[config.mk]
export PLATFORM = sky130hd
export DESIGN_NAME = dallanma_yurutme_ust
export DESIGN_NICKNAME = d
export VERILOG_FILES = /design/src/cekirdek_paket.sv /design/src/dallanma_amb.sv /design/src/dallanma_birimi.sv /design/src/dallanma_ongorucu.sv /design/src/dallanma_yurutme_ust.sv /design/src/yurutme_boru_yazmaci.sv
export SDC_FILE = /design/constraint.sdc
export NUM_CORES = 1
export LEC_CHECK = 0
export BUFFER_PORTS_ARGS = -buffer_cell sky130_fd_sc_hd__buf_2
export CAP_MARGIN = 5
export CORE_MARGIN = 2
export CORE_UTILIZATION = 60
export DETAILED_ROUTE_END_ITERATION = 10
export MAX_ROUTING_LAYER = met4
export PLACE_DENSITY = 0.95
export SYNTH_ARGS = -nofsm -noshare
export SYNTH_HDL_FRONTEND = slang
export SYNTH_HIERARCHICAL = 1
export SYNTH_SLANG_ARGS = --single-unit
export TNS_END_PERCENT = 5
[constraint.sdc]
create_clock -name clk_i -period 10.6 [get_ports clk_i]
set_clock_uncertainty 0.15 [all_clocks]
set_input_delay 1.06 -clock clk_i [delete_from_list [all_inputs] [get_ports clk_i]]
set_output_delay 1.06 -clock clk_i [all_outputs]
set_load 0.02 [all_outputs]
[src/cekirdek_paket.sv]
package cekirdek_paket;

   localparam int PS_BIT = 32;
   localparam int VERI_BIT = 32;

   // predictor table indexed by ps[7:2]
   localparam int ONGORU_IDX_BIT = 6;
   localparam int ONGORU_SATIR = 1 << ONGORU_IDX_BIT;

   // 2-bit saturating counters reset to weakly-not-taken
   localparam int SAYAC_BIT = 2;
   localparam logic [SAYAC_BIT-1:0] SAYAC_BASLANGIC = 2'b01;
   localparam logic [SAYAC_BIT-1:0] SAYAC_UST = 2'b11;
   localparam logic [SAYAC_BIT-1:0] SAYAC_ALT = 2'b00;

   // branch and jump micro-op codes
   typedef enum logic [3:0] {
      BEQ   = 4'd0,
      BNE   = 4'd1,
      BLT   = 4'd2,
      BGE   = 4'd3,
      BLTU  = 4'd4,
      BGEU  = 4'd5,
      JAL   = 4'd6,
      JALR  = 4'd7,
      CJAL  = 4'd8,
      CJALR = 4'd9
   } dal_kod_t;

   typedef struct packed {
      logic                gecerli;
      dal_kod_t            kod;
      logic [PS_BIT-1:0]   ps;
      logic [VERI_BIT-1:0] rs1;
      logic [VERI_BIT-1:0] rs2;
      logic [VERI_BIT-1:0] anlik;
      // direction predicted by fetch
      logic                atladi;
      logic                rvc;
   } dal_uop_t;

   typedef struct packed {
      logic esittir;
      logic kucuktur;
      logic kucuktur_isaretsiz;
   } amb_bayrak_t;

   // g1 fetch redirect
   typedef struct packed {
      logic              gecerli;
      logic [PS_BIT-1:0] ps;
   } yonlendirme_t;

   // g2 predictor training
   typedef struct packed {
      logic              gecerli;
      logic [PS_BIT-1:0] ps;
      logic [PS_BIT-1:0] hedef;
      logic              atladi;
      logic              hatali;
   } guncelleme_t;

endpackage

[src/dallanma_amb.sv]
module dallanma_amb (
   input  cekirdek_paket::dal_uop_t    uop_i,
   output cekirdek_paket::amb_bayrak_t bayrak_o,
   output logic [cekirdek_paket::VERI_BIT-1:0] toplayici_is0_o
);

   import cekirdek_paket::*;

   logic [VERI_BIT-1:0] is0;

   // three-way compare of rs1 against rs2
   always_comb begin
      bayrak_o.esittir = (uop_i.rs1 == uop_i.rs2);
      bayrak_o.kucuktur = ($signed(uop_i.rs1) < $signed(uop_i.rs2));
      bayrak_o.kucuktur_isaretsiz = (uop_i.rs1 < uop_i.rs2);
   end

   // register-indirect jumps add to rs1, everything else to pc
   always_comb begin
      case (uop_i.kod)
         JALR,
         CJALR: begin
            is0 = uop_i.rs1;
         end
         default: begin
            is0 = uop_i.ps;
         end
      endcase
   end

   assign toplayici_is0_o = is0;

endmodule

[src/dallanma_birimi.sv]
module dallanma_birimi (
   input  cekirdek_paket::dal_uop_t     uop_i,
   input  cekirdek_paket::amb_bayrak_t  bayrak_i,
   input  logic [cekirdek_paket::VERI_BIT-1:0] toplayici_is0_i,
   output cekirdek_paket::yonlendirme_t yonlendir_o,
   output cekirdek_paket::guncelleme_t  guncelle_o,
   output logic [cekirdek_paket::PS_BIT-1:0]   ps_atlamadi_o
);

   import cekirdek_paket::*;

   logic [VERI_BIT-1:0] toplayici_sonuc;
   logic [PS_BIT-1:0]   ps_atladi;
   logic [PS_BIT-1:0]   ps_atlamadi;
   logic [PS_BIT-1:0]   hedef_ps;

   // decoded op class
   logic kosullu;
   logic atlama;
   logic yazmac_hedef;
   logic kisa;

   logic atladi;
   logic hatali;

   // adder with its base from dallanma_amb
   assign toplayici_sonuc = toplayici_is0_i + uop_i.anlik;

   always_comb begin
      kosullu = 1'b0;
      atlama = 1'b0;
      yazmac_hedef = 1'b0;
      kisa = uop_i.rvc;
      atladi = 1'b0;

      case (uop_i.kod)
         BEQ: begin
            kosullu = 1'b1;
            atladi = bayrak_i.esittir;
         end
         BNE: begin
            kosullu = 1'b1;
            atladi = !bayrak_i.esittir;
         end
         BLT: begin
            kosullu = 1'b1;
            atladi = bayrak_i.kucuktur;
         end
         BGE: begin
            kosullu = 1'b1;
            atladi = !bayrak_i.kucuktur;
         end
         BLTU: begin
            kosullu = 1'b1;
            atladi = bayrak_i.kucuktur_isaretsiz;
         end
         BGEU: begin
            kosullu = 1'b1;
            atladi = !bayrak_i.kucuktur_isaretsiz;
         end
         JAL: begin
            atlama = 1'b1;
         end
         JALR: begin
            atlama = 1'b1;
            yazmac_hedef = 1'b1;
         end
         CJAL: begin
            atlama = 1'b1;
            kisa = 1'b1;
         end
         CJALR: begin
            atlama = 1'b1;
            yazmac_hedef = 1'b1;
            kisa = 1'b1;
         end
         default: begin
            // nothing asserted for an unknown code
            kosullu = 1'b0;
         end
      endcase
   end

   always_comb begin
      ps_atladi = toplayici_sonuc;
      // jalr targets drop bit 0
      if (yazmac_hedef) begin
         ps_atladi[0] = 1'b0;
      end

      if (kisa) begin
         ps_atlamadi = uop_i.ps + PS_BIT'(2);
      end else begin
         ps_atlamadi = uop_i.ps + PS_BIT'(4);
      end

      hedef_ps = (atladi || atlama) ? ps_atladi : ps_atlamadi;
      hatali = kosullu && (atladi != uop_i.atladi);
   end

   // g1 on jumps and on any misprediction
   always_comb begin
      yonlendir_o = '0;
      if (uop_i.gecerli && (atlama || hatali)) begin
         yonlendir_o.gecerli = 1'b1;
         yonlendir_o.ps = hedef_ps;
      end
   end

   // g2 only for conditional branches
   always_comb begin
      guncelle_o = '0;
      if (uop_i.gecerli && kosullu) begin
         guncelle_o.gecerli = 1'b1;
         guncelle_o.ps = uop_i.ps;
         guncelle_o.hedef = hedef_ps;
         guncelle_o.atladi = atladi;
         guncelle_o.hatali = hatali;
      end
   end

   // link address
   assign ps_atlamadi_o = ps_atlamadi;

endmodule

[src/dallanma_ongorucu.sv]
module dallanma_ongorucu (
   input  logic                               clk_i,
   input  logic                               rst_n_i,
   input  logic [cekirdek_paket::PS_BIT-1:0]  ongoru_ps_i,
   output logic                               ongoru_atla_o,
   input  cekirdek_paket::guncelleme_t        guncelle_i
);

   import cekirdek_paket::*;

   logic [SAYAC_BIT-1:0] sayac_q [ONGORU_SATIR];

   logic [ONGORU_IDX_BIT-1:0] oku_idx;
   logic [ONGORU_IDX_BIT-1:0] yaz_idx;
   logic [SAYAC_BIT-1:0]      eski_sayac;
   logic [SAYAC_BIT-1:0]      yeni_sayac;

   // word-aligned index from bits 7 down to 2
   assign oku_idx = ongoru_ps_i[ONGORU_IDX_BIT+1:2];
   assign yaz_idx = guncelle_i.ps[ONGORU_IDX_BIT+1:2];

   // prediction is the counter msb
   assign ongoru_atla_o = sayac_q[oku_idx][SAYAC_BIT-1];

   assign eski_sayac = sayac_q[yaz_idx];

   // saturate at both ends
   always_comb begin
      yeni_sayac = eski_sayac;
      if (guncelle_i.atladi) begin
         if (eski_sayac != SAYAC_UST) begin
            yeni_sayac = eski_sayac + 1'b1;
         end
      end else begin
         if (eski_sayac != SAYAC_ALT) begin
            yeni_sayac = eski_sayac - 1'b1;
         end
      end
   end

   always_ff @(posedge clk_i or negedge rst_n_i) begin
      if (!rst_n_i) begin
         for (int i = 0; i < ONGORU_SATIR; i++) begin
            sayac_q[i] <= SAYAC_BASLANGIC;
         end
      end else if (guncelle_i.gecerli) begin
         sayac_q[yaz_idx] <= yeni_sayac;
      end
   end

endmodule

[src/dallanma_yurutme_ust.sv]
module dallanma_yurutme_ust (
   input  logic                               clk_i,
   input  logic                               rst_n_i,
   input  cekirdek_paket::dal_uop_t           uop_i,
   input  logic [cekirdek_paket::PS_BIT-1:0]  ongoru_ps_i,
   output logic                               ongoru_atla_o,
   output cekirdek_paket::yonlendirme_t       yonlendir_o,
   output cekirdek_paket::guncelleme_t        guncelle_o,
   output logic [cekirdek_paket::PS_BIT-1:0]  ps_atlamadi_o
);

   import cekirdek_paket::*;

   dal_uop_t            yurutme_uop;
   amb_bayrak_t         bayrak;
   logic [VERI_BIT-1:0] toplayici_is0;

   yurutme_boru_yazmaci yurutme_boru_yazmaci_inst (
      .clk_i       ( clk_i ),
      .rst_n_i     ( rst_n_i ),
      .uop_i       ( uop_i ),
      .yonlendir_i ( yonlendir_o ),
      .uop_o       ( yurutme_uop )
   );

   dallanma_amb dallanma_amb_inst (
      .uop_i           ( yurutme_uop ),
      .bayrak_o        ( bayrak ),
      .toplayici_is0_o ( toplayici_is0 )
   );

   dallanma_birimi dallanma_birimi_inst (
      .uop_i           ( yurutme_uop ),
      .bayrak_i        ( bayrak ),
      .toplayici_is0_i ( toplayici_is0 ),
      .yonlendir_o     ( yonlendir_o ),
      .guncelle_o      ( guncelle_o ),
      .ps_atlamadi_o   ( ps_atlamadi_o )
   );

   dallanma_ongorucu dallanma_ongorucu_inst (
      .clk_i         ( clk_i ),
      .rst_n_i       ( rst_n_i ),
      .ongoru_ps_i   ( ongoru_ps_i ),
      .ongoru_atla_o ( ongoru_atla_o ),
      .guncelle_i    ( guncelle_o )
   );

endmodule

[src/yurutme_boru_yazmaci.sv]
module yurutme_boru_yazmaci (
   input  logic                      clk_i,
   input  logic                      rst_n_i,
   input  cekirdek_paket::dal_uop_t     uop_i,
   input  cekirdek_paket::yonlendirme_t yonlendir_i,
   output cekirdek_paket::dal_uop_t     uop_o
);

   import cekirdek_paket::*;

   dal_uop_t uop_q;
   logic     gecerli_q;

   // a redirect from the held op kills the next one, which is wrong-path
   always_ff @(posedge clk_i or negedge rst_n_i) begin
      if (!rst_n_i) begin
         gecerli_q <= 1'b0;
      end else begin
         gecerli_q <= uop_i.gecerli && !yonlendir_i.gecerli;
      end
   end

   // payload
   always_ff @(posedge clk_i) begin
      uop_q <= uop_i;
   end

   always_comb begin
      uop_o = uop_q;
      uop_o.gecerli = gecerli_q;
   end

endmodule
==> results.cfg <==
[finish]
areaGrowthSynthToFinish_pct = 17.03
fill_cells = 1612
most-common-layout-cells = nand2_1, buf_2, dfxtp_1, nor2_1, o21ai_1
final_common_cell = nand2_1
instances_no_fill = 2084
multi_input_area_um2 = 7770
regArea_um2 = 5991
design_area_um2 = 16810
drive_gt1_frac = 0.3248
nets = 1975

[logic_synthesis]
synth.yosys.seq_area_share = 0.4172
yosys_warnings = 6
syn_inst = 1491
netlist_area_um2 = 14360
synth_seq_cells = 263
syn_nets = 1726
synth-edff-count = 0
synth.top_cells.by_area = dfxtp_1, dfstp_2, dfrtp_1, nand2_1, ha_1
synth_top_area_share = 0.1868
ys.flop_type = dfxtp_1
synth_cell_types = 91
avgSynthCellArea_um2 = 9.631
yosysTopAreaCell = dfxtp_1
synthArstFlopShare = 0.4905

[power_and_ir_drop]
peakVddDrop_v = 0.0001668
leakage_nw = 7.403
p_total_w = 0.002575
p_per_area_nw_per_um2 = 153.2

[clock_tree]
cts_buffers = 29
cts_tree = built
path_clk_slew_ns = 0.06
ctsHoldBuffers = 0
clkLatencyLatePin_ns = 0.55
cts_num_sinks = 263
cts_setup_buffers = 0
htree_num_levels = 1
clockRootBuffer = clkbuf_16
cts_resized = 0
clk_path_buf_depth = 3

[floorplanning]
ios = 302
placementRows = 56
initial_utilization = 0.6118
die_w_um = 158.7
core_um2 = 23470
dieArea_um2 = 25190
die-height_um = 158.7

[worst_setup_path]
cp_common_cell = o31a_1
path_cells = inv_1, ha_1, and4_1, nand4_1, nor4_1, o31a_1, nor3_1, xnor2_1, a21o_1, a221oi_4, buf_4, nand2_1, o31a_1, o21ai_1, a211o_1, nor2_1, buf_2
worstPathArrival_ns = 5.55
cp_max_fo = 49
startpoint = yurutme_boru_yazmaci_inst/uop_o[65]
critical_path_required_ns = 9.39
cp_num_buf_inv = 3
end_kind = output pin
cpPeakStageDelay_ns = 0.75
worstReg2RegStart = yurutme_boru_yazmaci_inst/uop_o[65]
cpLargestDelayFamily = compound AO/OA/AOI/OAI gates
crit_path_start_kind = flip-flop
crit_type = flip-flop to output pin
crit_slowest_cell = nor4_1

[grt]
overflow = 0
grt_antenna_before_repair = 4
grt_max_degree = 69
grt_pass1_vias = 13010
grt_first_pass_wirelength_mm = 70.33
track_usage = 0.3588

[sta]
hold_slack_ns = 0.3187
maxSlewHeadroom = 0.2637
hold_viol = 0
period_needed_ns = 6.762
fin_crit_sh = 0.6379
rsz0062_at_grt = false
drv_slew = 0
worst_pin_slew_ns = 1.104
finalSetupViolCount = 0
max_freq_ghz = 0.1479
tns_ns = 0

[status]
status = finished, final reports clean

[min_path]
worstHoldStart = dallanma_ongorucu_inst/sayac_q[34]
min_path_type = flip-flop to flip-flop

[placed_design]
place.gp.congestion = 0.9708
hpwl_mm = 32.29
portBuffers = 275
dp.cells = 2028
placed_cell_area_um2 = 15810

[route]
via_per_inst = 6.239
ant_nets = 0
initialDrtViolationCount = 1174
dr.pass1.iters = 6
drt_wl_total_mm = 44.93
wl_per_cell_um = 21.56
route.detailed.drc = 0
dr_total_vias = 13000

[job]
drv_cap = 0
[layer usage]
metal	vias up	GRT usage	routed length, µm
met5	-	-	0
met4	0	0.2068	3254
met3	239	0.06557	4312
met2	917	0.5774	21180
met1	6052	0.4249	16180
li1	5795	-	-
[cell families after synthesis]
| group | Yosys count | share of synthesized area |
|---|---|---|
| buffers and inverters | 117 | 0.04217 |
| AO/OA/AOI/OAI | 328 | 0.1593 |
| multiplexers | 97 | 0.1044 |
| flip-flops | 263 | 0.4172 |
| AND/OR/NAND/NOR | 559 | 0.1812 |
| adder cells (fa/ha/maj) | 68 | 0.05977 |
| XOR/XNOR | 59 | 0.03598 |
[layout make-up]
class / count / area share
multi-input combinational: 1111 / 0.4623
sequential: 263 / 0.3565
timing repair buffer: 288 / 0.08785
clock buffer: 44 / 0.05256
tap: 319 / 0.02375
inverter: 47 / 0.01050
clock inverter: 8 / 0.005956
antenna: 4 / 0.0005956
[Yosys cell counts, drive strengths merged (6+ instances only)]
library cell and count:
a211oi 16, a21boi 6, a21o 11, a21oi 49
a221o 6, a221oi 6, a31oi 8, and2 37
and3 22, buf 44, clkbuf 26, dfrtp 65
dfstp 64, dfxtp 134, ha 65, inv 47
mux2 40, mux2i 20, mux4 37, nand2 284
nand2b 8, nand3 28, nand3b 6, nand4 16
nor2 104, nor2b 10, nor3 9, nor4 10
o211ai 6, o21ai 176, o21bai 6, xnor2 42
xor2 17
[state kept, by name, indices dropped and copies added (netlist names)]
signal,flops
yurutme_boru_yazmaci_inst/gecerli_q,1
dallanma_ongorucu_inst/sayac_q,128
yurutme_boru_yazmaci_inst/uop_o,134
[report_power, final]
group,total [W],switching (W),internal (W)
Combinational,0.000484,0.000313,0.000171
Clock,0.00103,0.000410,0.000621
Sequential,0.00106,0.0000283,0.00103
[tightest hold or removal path: cells and delay by family, from the launching register on]
kind	cells	cell delay, ns
flops	1	0.37
simple gates	1	0.06
compound gates	1	0.05
[final timing paths]
kind,depth (start not counted),slack (ns),end
max in group asynchronous,2,8.52,dallanma_ongorucu_inst/sayac_q[5]
max reg2reg,17,4.59,dallanma_ongorucu_inst/sayac_q[63]
min in group asynchronous,1,0.44,dallanma_ongorucu_inst/sayac_q[63]
min,2,0.32,dallanma_ongorucu_inst/sayac_q[34]
max,17,3.84,guncelle_o[27]
min reg2reg,2,0.32,dallanma_ongorucu_inst/sayac_q[34]
[through the flow]
step,utilization,setup slack (ns)
after global routing,0.7160,3.702
after floorplan,-,5.746
after global placement,0.6737,4.672
after CTS,0.7156,3.963
after detailed placement,0.6737,4.546
final,0.7160,3.838
(Power assumes the default switching activity.)
